$ cat src/hdl/core_irq_pkg.sv
package core_irq_pkg;

  ////////////////////
  // Widths

  // Data and irq word width
  localparam int unsigned XLEN       = 32;
  // CSR address width
  localparam int unsigned CSR_ADDR_W = 12;
  // Interrupt id width
  localparam int unsigned IRQ_ID_W   = 5;

  ////////////////////
  // CSR addresses

  localparam logic [CSR_ADDR_W-1:0] CSR_MSTATUS = 12'h300;
  localparam logic [CSR_ADDR_W-1:0] CSR_MIE     = 12'h304;
  localparam logic [CSR_ADDR_W-1:0] CSR_MCAUSE  = 12'h342;
  localparam logic [CSR_ADDR_W-1:0] CSR_MIP     = 12'h344;

  // Implemented interrupt bits: MSI, MTI, MEI and fast irqs 31..16
  localparam logic [XLEN-1:0] MIE_MASK = 32'hFFFF_0888;

  // mstatus bit positions
  localparam int unsigned MSTATUS_MIE_BIT  = 3;
  localparam int unsigned MSTATUS_MPIE_BIT = 7;

  // Standard interrupt ids
  localparam logic [IRQ_ID_W-1:0] IRQ_MSI = 5'd3;
  localparam logic [IRQ_ID_W-1:0] IRQ_MTI = 5'd7;
  localparam logic [IRQ_ID_W-1:0] IRQ_MEI = 5'd11;

  ////////////////////
  // Priority

  // Fast irqs first, highest index wins, then MEI > MSI > MTI
  function automatic logic [IRQ_ID_W-1:0] irq_priority_id(input logic [XLEN-1:0] pending);
    logic [IRQ_ID_W-1:0] id;
    logic                found;
    id    = '0;
    found = 1'b0;
    // Scan down from bit 31 so the first hit is the highest
    for (int i = XLEN - 1; i >= 16; i--) begin
      if (pending[i] && !found) begin
        id    = IRQ_ID_W'(i);
        found = 1'b1;
      end
    end
    // Standard interrupts only when no fast irq pending
    if (!found) begin
      if (pending[IRQ_MEI]) begin
        id = IRQ_MEI;
      end else if (pending[IRQ_MSI]) begin
        id = IRQ_MSI;
      end else if (pending[IRQ_MTI]) begin
        id = IRQ_MTI;
      end
    end
    return id;
  endfunction

endpackage

$ cat src/hdl/irq_csr_if.sv
interface irq_csr_if;

  // Enable word and global enable, from CSRs
  logic [core_irq_pkg::XLEN-1:0]     mie;
  logic                              m_irq_enable;
  // Pending word and selected id, from interrupt controller
  logic [core_irq_pkg::XLEN-1:0]     mip;
  logic [core_irq_pkg::IRQ_ID_W-1:0] irq_id;

  // CSR side
  modport csr (
    output mie,
    output m_irq_enable,
    input  mip,
    input  irq_id
  );

  // Interrupt controller side
  modport intc (
    input  mie,
    input  m_irq_enable,
    output mip,
    output irq_id
  );

endinterface

$ cat src/hdl/irq_csr_regs.sv
module irq_csr_regs (
  input  logic                                clk_i,
  input  logic                                rst_n_i,
  // CSR access
  input  logic                                csr_we_i,
  input  logic [core_irq_pkg::CSR_ADDR_W-1:0] csr_addr_i,
  input  logic [core_irq_pkg::XLEN-1:0]       csr_wdata_i,
  output logic [core_irq_pkg::XLEN-1:0]       csr_rdata_o,
  // Trap events
  input  logic                                irq_ack_i,
  input  logic                                mret_i,
  // To/from interrupt controller
  irq_csr_if.csr                              irq_if
);

  // mstatus, only MIE and MPIE implemented
  logic                              mstatus_mie_q;
  logic                              mstatus_mpie_q;
  logic [core_irq_pkg::XLEN-1:0]     mie_q;
  // mcause split into interrupt flag and id
  logic                              mcause_irq_q;
  logic [core_irq_pkg::IRQ_ID_W-1:0] mcause_id_q;

  // Write decode
  logic mstatus_we;
  logic mie_we;

  assign mstatus_we = csr_we_i && (csr_addr_i == core_irq_pkg::CSR_MSTATUS);
  assign mie_we     = csr_we_i && (csr_addr_i == core_irq_pkg::CSR_MIE);

  ////////////////////
  // mstatus

  // Trap entry and mret take precedence over software write
  always_ff @(posedge clk_i or negedge rst_n_i) begin
    if (!rst_n_i) begin
      mstatus_mie_q  <= 1'b0;
      mstatus_mpie_q <= 1'b0;
    end else if (irq_ack_i) begin
      // Stack MIE, disable interrupts
      mstatus_mpie_q <= mstatus_mie_q;
      mstatus_mie_q  <= 1'b0;
    end else if (mret_i) begin
      // Restore MIE from stack
      mstatus_mie_q  <= mstatus_mpie_q;
      mstatus_mpie_q <= 1'b1;
    end else if (mstatus_we) begin
      mstatus_mie_q  <= csr_wdata_i[core_irq_pkg::MSTATUS_MIE_BIT];
      mstatus_mpie_q <= csr_wdata_i[core_irq_pkg::MSTATUS_MPIE_BIT];
    end
  end

  ////////////////////
  // mie and mcause

  always_ff @(posedge clk_i or negedge rst_n_i) begin
    if (!rst_n_i) begin
      mie_q <= '0;
    end else if (mie_we) begin
      // Unimplemented bits stay zero
      mie_q <= csr_wdata_i & core_irq_pkg::MIE_MASK;
    end
  end

  // Only written by hardware on trap entry
  always_ff @(posedge clk_i or negedge rst_n_i) begin
    if (!rst_n_i) begin
      mcause_irq_q <= 1'b0;
      mcause_id_q  <= '0;
    end else if (irq_ack_i) begin
      mcause_irq_q <= 1'b1;
      mcause_id_q  <= irq_if.irq_id;
    end
  end

  ////////////////////
  // Read mux

  always_comb begin
    csr_rdata_o = '0;
    case (csr_addr_i)
      core_irq_pkg::CSR_MSTATUS: begin
        csr_rdata_o[core_irq_pkg::MSTATUS_MIE_BIT]  = mstatus_mie_q;
        csr_rdata_o[core_irq_pkg::MSTATUS_MPIE_BIT] = mstatus_mpie_q;
      end
      core_irq_pkg::CSR_MIE:    csr_rdata_o = mie_q;
      core_irq_pkg::CSR_MIP:    csr_rdata_o = irq_if.mip;
      core_irq_pkg::CSR_MCAUSE: begin
        csr_rdata_o[core_irq_pkg::XLEN-1]       = mcause_irq_q;
        csr_rdata_o[core_irq_pkg::IRQ_ID_W-1:0] = mcause_id_q;
      end
      default: ;
    endcase
  end

  // To interrupt controller
  assign irq_if.mie          = mie_q;
  assign irq_if.m_irq_enable = mstatus_mie_q;

  // Trap entry and return never in the same cycle
  a_ack_mret_excl : assert property (
    @(posedge clk_i) disable iff (!rst_n_i) !(irq_ack_i && mret_i)
  ) else $error("irq_ack_i and mret_i high together");

endmodule

$ cat src/hdl/int_controller.sv
module int_controller #(
  parameter int unsigned IRQ_SYNC_STAGES = 2
) (
  input  logic                          clk_i,
  input  logic                          rst_n_i,
  // Asynchronous external interrupt lines
  input  logic [core_irq_pkg::XLEN-1:0] irq_i,
  // To core
  output logic                          irq_req_o,
  output logic                          irq_wakeup_o,
  // To/from CSRs
  irq_csr_if.intc                       irq_if
);

  // Synchronizer chain with stage 0 sampling irq_i
  logic [core_irq_pkg::XLEN-1:0] irq_sync_q [IRQ_SYNC_STAGES];
  logic [core_irq_pkg::XLEN-1:0] mip_q;
  // Pending and enabled
  logic [core_irq_pkg::XLEN-1:0] irq_pending;

  // At least one sync flop needed
  if (IRQ_SYNC_STAGES < 1) begin : g_bad_stages
    $error("IRQ_SYNC_STAGES must be at least 1");
  end

  ////////////////////
  // Synchronizer

  always_ff @(posedge clk_i or negedge rst_n_i) begin
    if (!rst_n_i) begin
      for (int i = 0; i < IRQ_SYNC_STAGES; i++) begin
        irq_sync_q[i] <= '0;
      end
    end else begin
      irq_sync_q[0] <= irq_i;
      for (int i = 1; i < IRQ_SYNC_STAGES; i++) begin
        irq_sync_q[i] <= irq_sync_q[i-1];
      end
    end
  end

  // mip register one edge after the last sync stage
  always_ff @(posedge clk_i or negedge rst_n_i) begin
    if (!rst_n_i) begin
      mip_q <= '0;
    end else begin
      // Drop unimplemented lines
      mip_q <= irq_sync_q[IRQ_SYNC_STAGES-1] & core_irq_pkg::MIE_MASK;
    end
  end

  ////////////////////
  // Request and id

  assign irq_pending = mip_q & irq_if.mie;

  // Wakeup ignores global enable
  assign irq_wakeup_o = |irq_pending;
  assign irq_req_o    = irq_wakeup_o && irq_if.m_irq_enable;

  assign irq_if.mip    = mip_q;
  assign irq_if.irq_id = core_irq_pkg::irq_priority_id(irq_pending);

  // Selected id always names a pending line
  a_id_pending : assert property (
    @(posedge clk_i) disable iff (!rst_n_i) irq_wakeup_o |-> irq_pending[irq_if.irq_id]
  ) else $error("irq_id does not select a pending interrupt");

endmodule

$ cat src/hdl/sleep_unit.sv
module sleep_unit (
  input  logic clk_i,
  input  logic rst_n_i,
  // Fetch enable, sampled every cycle
  input  logic fetch_enable_i,
  output logic fetch_enable_o,
  // WFI strobe and wakeup level
  input  logic wfi_i,
  input  logic irq_wakeup_i,
  // Sleep status
  output logic core_sleep_o
);

  logic fetch_enable_q;
  logic core_sleep_q;

  // Sticky until reset
  always_ff @(posedge clk_i or negedge rst_n_i) begin
    if (!rst_n_i) begin
      fetch_enable_q <= 1'b0;
    end else if (fetch_enable_i) begin
      fetch_enable_q <= 1'b1;
    end
  end

  ////////////////////
  // Sleep state

  always_ff @(posedge clk_i or negedge rst_n_i) begin
    if (!rst_n_i) begin
      core_sleep_q <= 1'b0;
    end else if (irq_wakeup_i) begin
      // Wakeup exits sleep and blocks a coincident WFI
      core_sleep_q <= 1'b0;
    end else if (wfi_i && fetch_enable_q) begin
      core_sleep_q <= 1'b1;
    end
  end

  assign fetch_enable_o = fetch_enable_q;
  assign core_sleep_o   = core_sleep_q;

  // No sleep before fetch was ever enabled
  a_sleep_needs_fetch : assert property (
    @(posedge clk_i) disable iff (!rst_n_i) $rose(core_sleep_o) |-> $past(fetch_enable_o)
  ) else $error("core_sleep_o rose without fetch enable");

endmodule

$ cat src/hdl/core_irq_ctrl.sv
module core_irq_ctrl #(
  parameter int unsigned IRQ_SYNC_STAGES = 2
) (
  // Clock and reset
  input  logic                                clk_i,
  input  logic                                rst_n_i,
  // Interrupt lines
  input  logic [core_irq_pkg::XLEN-1:0]       irq_i,
  // CSR access
  input  logic                                csr_we_i,
  input  logic [core_irq_pkg::CSR_ADDR_W-1:0] csr_addr_i,
  input  logic [core_irq_pkg::XLEN-1:0]       csr_wdata_i,
  output logic [core_irq_pkg::XLEN-1:0]       csr_rdata_o,
  // Core events
  input  logic                                irq_ack_i,
  input  logic                                mret_i,
  input  logic                                wfi_i,
  input  logic                                fetch_enable_i,
  // Status
  output logic                                irq_req_o,
  output logic [core_irq_pkg::IRQ_ID_W-1:0]   irq_id_o,
  output logic                                core_sleep_o,
  output logic                                fetch_enable_o
);

  // CSR <-> interrupt controller
  irq_csr_if irq_if ();

  // Interrupt controller -> sleep unit
  logic irq_wakeup;

  irq_csr_regs csr_regs_i (
    .clk_i       ( clk_i       ),
    .rst_n_i     ( rst_n_i     ),
    .csr_we_i    ( csr_we_i    ),
    .csr_addr_i  ( csr_addr_i  ),
    .csr_wdata_i ( csr_wdata_i ),
    .csr_rdata_o ( csr_rdata_o ),
    .irq_ack_i   ( irq_ack_i   ),
    .mret_i      ( mret_i      ),
    .irq_if      ( irq_if.csr  )
  );

  int_controller #(
    .IRQ_SYNC_STAGES ( IRQ_SYNC_STAGES )
  ) int_controller_i (
    .clk_i        ( clk_i       ),
    .rst_n_i      ( rst_n_i     ),
    .irq_i        ( irq_i       ),
    .irq_req_o    ( irq_req_o   ),
    .irq_wakeup_o ( irq_wakeup  ),
    .irq_if       ( irq_if.intc )
  );

  sleep_unit sleep_unit_i (
    .clk_i          ( clk_i          ),
    .rst_n_i        ( rst_n_i        ),
    .fetch_enable_i ( fetch_enable_i ),
    .fetch_enable_o ( fetch_enable_o ),
    .wfi_i          ( wfi_i          ),
    .irq_wakeup_i   ( irq_wakeup     ),
    .core_sleep_o   ( core_sleep_o   )
  );

  // Selected id straight from the controller
  assign irq_id_o = irq_if.irq_id;

endmodule

$ cat config.mk
export PLATFORM = sky130hd
export DESIGN_NAME = core_irq_ctrl
export DESIGN_NICKNAME = d
export VERILOG_FILES = /design/src/hdl/core_irq_pkg.sv /design/src/hdl/irq_csr_if.sv /design/src/hdl/irq_csr_regs.sv /design/src/hdl/int_controller.sv /design/src/hdl/sleep_unit.sv /design/src/hdl/core_irq_ctrl.sv
export SDC_FILE = /design/constraint.sdc
export NUM_CORES = 1
export LEC_CHECK = 0
export BUFFER_PORTS_ARGS = -buffer_cell sky130_fd_sc_hd__buf_4
export CAP_MARGIN = 20
export CORE_UTILIZATION = 45
export CTS_BUF_LIST = sky130_fd_sc_hd__clkbuf_2 sky130_fd_sc_hd__clkbuf_4 sky130_fd_sc_hd__clkbuf_8
export CTS_CLUSTER_DIAMETER = 40
export DETAILED_ROUTE_END_ITERATION = 10
export GPL_TIMING_DRIVEN = 0
export PLACE_DENSITY = 0.77
export SLEW_MARGIN = 20
export SYNTH_ARGS = -nofsm -noshare
export SYNTH_HDL_FRONTEND = slang
export SYNTH_SLANG_ARGS = --single-unit
$ cat constraint.sdc
create_clock -name clk_i -period 1.7 [get_ports clk_i]
set_input_delay 0.17 -clock clk_i [delete_from_list [all_inputs] [get_ports clk_i]]
set_output_delay 0.17 -clock clk_i [all_outputs]
set_load 0.005 [all_outputs]
==> results.sh <==
export IMPL_ys_types=40
export IMPL_drtIter0Drc=160
export IMPL_r2r_cells=9
export IMPL_syn_area_um2=3180
export IMPL_clock_latency_ns=0.35
export IMPL_cap_violations=0
export IMPL_seq_power_share_pct=55.4
export IMPL_min_delay_path_class="in2reg"
export IMPL_gr_total_overflow=0
export IMPL_die_y_um=86.1
export IMPL_wl_per_cell_um=15.2
export IMPL_syn_inst=224
export IMPL_cp_num_buf_inv=2
export IMPL_crit_fanout=3
export IMPL_power_leakage_nw=2.38
export IMPL_finalSetupViolations=35
export IMPL_dp_hpwl_um=4520
export IMPL_dr_pass1_iters=4
export IMPL_diodes=0
export IMPL_drv_slew=0
export IMPL_r2r_slack_ns=-0.28
export IMPL_core_area_um2=6790
export IMPL_place_gp_congestion=0.821
export IMPL_grt_pass1_vias=2263
export IMPL_final_nets=457
export IMPL_clock_path_buffers=2
export IMPL_die_x_um=86.1
export IMPL_syn_area_per_cell_um2=14.2
export IMPL_place_inst=415
export IMPL_max_freq_ghz=0.443
export IMPL_whs_endpoint="sleep_unit_i.fetch_enable_o$_DFFE_PN0P_"
export IMPL_r2r_start="int_controller_i.irq_if.mip[26]$_DFF_PN0_"
export IMPL_ant_nets=0
export IMPL_hp_start="fetch_enable_i"
export IMPL_ir_drop_mv=0.649
export IMPL_grt_use_total_pct=20.0
export IMPL_initial_core_util_pct=46.8
export IMPL_max_slew_margin_pct=48.9
export IMPL_vias=2372
export IMPL_end_kind="output port"
export IMPL_period_needed_ns=2.26
export IMPL_ios=123
export IMPL_yosysWarnings=0
export IMPL_outcome="finished with violations"
export IMPL_via_per_inst=4.99
export IMPL_post_route_period_util_pct=133
export IMPL_r2r_end="csr_regs_i.mcause_id_q[4]$_DFFE_PN0P_"
export IMPL_cpMostUsedCell="buf_4"
export IMPL_grt_max_degree=87
export IMPL_cts_tree="yes"
export IMPL_crit_arrival_ns=2.09
export IMPL_yosysSeqAreaShare_pct=67.6
export IMPL_cts_inserted_buffers=9
export IMPL_final_util_pct=70.7
export IMPL_worst_pin_slew_ns=0.767
export IMPL_design_die_area_um2=7410
export IMPL_critPathKind="reg2out"
export IMPL_finalWorstSetupSlack_ns=-0.558
export IMPL_area_growth_pct=51.0
export IMPL_share_comb_of_total_power_pct=7.4
export IMPL_n_fill_cell=475
export IMPL_swShare_pct=22.5
export IMPL_cts_sinks=86
export IMPL_failed_checks="negative setup slack"
export IMPL_drive_gt1_share_pct=49.3
export IMPL_skew_ns=0.00496
export IMPL_cp_required_ns=1.53
export IMPL_routed_wl_um=7230
export IMPL_power_density_nw_per_um2=815
export IMPL_hold_viol=0
export IMPL_htree_levels=3
export IMPL_clock_tree_root_cell="clkbuf_8"
export IMPL_min_path_cells=2
export IMPL_portBuffers=87
export IMPL_p_int_mw=3.03
export IMPL_finalNonFillerCells=475
export IMPL_critPathTopFamily="simple AND/OR/NAND/NOR gates"
export IMPL_power_frac_clock_pct=37.2
export IMPL_switchingPower_mw=0.882
export IMPL_crit_slowest_cell="dfrtp_1"
export IMPL_whs_ns=0.0227
export IMPL_synth_seq_cells=86
export IMPL_route_detailed_drc=0
export IMPL_rsz0062_at_grt="true"
export IMPL_antenna_found_initial=0
export IMPL_grt_first_pass_wirelength_um=11000
export IMPL_max_stage_delay_ns=0.39
export IMPL_cp_cell_sequence="a222oi_1 -> buf_4 -> nand4_1 -> or3_1 -> a2bb2oi_2 -> buf_4"
export IMPL_num_rows=30
export IMPL_start_kind="flop"
export IMPL_clkSlewWorstSetupHoldPaths_ns=0.08
## cells in the final DEF (no fill, tap or decap), drive strengths merged, types with 2 or more instances in the layout
cell and n:
dfrtp 86, and2 5, clkinv 3, a22o 16
clkbuf 11, nand2 19, a222oi 4, conb 9
dlygate4sd3 20, nand4 3, nor2 6, nor4 2
o21ai 2, nor3 4, nand3 4, buf 124
or2 2, a31oi 2, inv 7, a22oi 7
mux2 24, a32oi 2, a21oi 5
## per-stage QoR
step	worst slack [ns]	power (mW)	cell area, um2	setup TNS (ns)
final	-0.558	3.91	4800	-6.38
after global routing	-0.650	4.08	4800	-8.90
after CTS	-0.571	3.94	4700	-7.00
after detailed placement	-0.541	2.43	4000	-15.43
after global placement	-0.512	2.42	4000	-13.84
after floorplan	-0.160	2.26	3230	-0.320
## synthesized netlist by cell type (all sizes together)
cell type / instances / area (um2)
a211oi: 1 / 7.51
a21oi: 5 / 25.0
a222oi: 4 / 40.0
a22o: 16 / 141
a22oi: 7 / 52.6
a2bb2oi: 1 / 15.0
a311o: 1 / 11.3
a31oi: 2 / 12.5
a32oi: 2 / 17.5
a41oi: 1 / 8.76
and2: 5 / 31.3
buf: 13 / 90.1
clkbuf: 1 / 3.75
conb: 1 / 3.75
dfrtp: 86 / 2150
inv: 5 / 18.8
mux2: 24 / 274
mux2i: 1 / 10.0
nand2: 19 / 73.8
nand3: 4 / 20.0
nand4: 3 / 18.8
nor2: 6 / 22.5
nor3: 4 / 25.0
nor4: 2 / 27.5
nor4b: 1 / 15.0
o21a: 1 / 7.51
o21ai: 2 / 10.0
o221ai: 1 / 8.76
o31ai: 1 / 7.51
or2: 2 / 12.5
or3: 1 / 6.26
or4: 1 / 11.3
## power by group through the flow
stage               logic, mW  registers, mW  clock network, mW
floorplan              0.0612           2.20                  0
global placement        0.214           2.20                  0
detailed placement      0.220           2.21                  0
CTS                     0.274           2.17               1.50
global route            0.316           2.18               1.59
finish                  0.289           2.17               1.46
## area by class of cell
class	instances	area, um2	area share, %
buffer	14	113	2.34
clock buffer	10	138	2.86
clock inverter	6	68.8	1.43
inverter	5	21.3	0.443
multi-input combinational	127	1080	22.4
sequential	86	2150	44.8
tap	96	120	2.50
timing repair buffer	131	1110	23.2
## registers in the layout, indices dropped and copies added (netlist names)
signal and cells:
csr_regs_i.irq_if.m_irq_enable 1, int_controller_i.irq_if.mip 19, csr_regs_i.irq_if.mie 19, csr_regs_i.mstatus_mpie_q 1, csr_regs_i.mcause_id_q 5, csr_regs_i.mcause_irq_q 1, int_controller_i.irq_sync_q 38, sleep_unit_i.core_sleep_o 1
sleep_unit_i.fetch_enable_o 1
## worst max path at each step
| stage | depth (start not counted) | slack [ns] | to | startpoint |
|---|---|---|---|---|
| 2_1_floorplan | 6 | -0.16 | csr_regs_i.mcause_id_q[2]$_DFFE_PN0P_ | int_controller_i.irq_if.mip[29]$_DFF_PN0_ |
| 3_3_place_gp | 6 | -0.51 | csr_rdata_o[11] | csr_addr_i[3] |
| 3_5_place_dp | 6 | -0.54 | csr_rdata_o[25] | csr_addr_i[3] |
| 4_1_cts | 6 | -0.57 | irq_id_o[2] | csr_regs_i.irq_if.mie[26]$_DFFE_PN0P_ |
| 5_1_grt | 9 | -0.65 | irq_id_o[1] | int_controller_i.irq_if.mip[26]$_DFF_PN0_ |
| 6_report | 6 | -0.56 | irq_id_o[2] | int_controller_i.irq_if.mip[29]$_DFF_PN0_ |
## timing repair
item                       CTS  global route
pin swaps                   18            12
resized for setup           39            10
cloned                       1             0
hold buffers                19             1
setup buffers               16             9
hold endpoints to repair    19            86
setup endpoints to repair   35            38
## cell families (layout without fill, tap and decap cells)
kind of cell,after synthesis,in the layout,synth area share [%]
AOI/OAI and AO/OA,45,45,11.5
muxes,25,25,8.93
other,1,9,0.118
buffers and inverters,19,166,3.54
and+or+nand+nor,48,48,8.30
DFF,86,86,67.6
## per-layer routing
metal  track usage [%]  share of wire [%]  up-vias
met4              8.03                1.5        0
met5                 0                  0        -
met1              25.4                 40     1190
met3              4.62                5.7       10
met2              33.4                 52       72
li1                  -                  -     1100
Note: power is estimated with default switching activity, not from simulation.
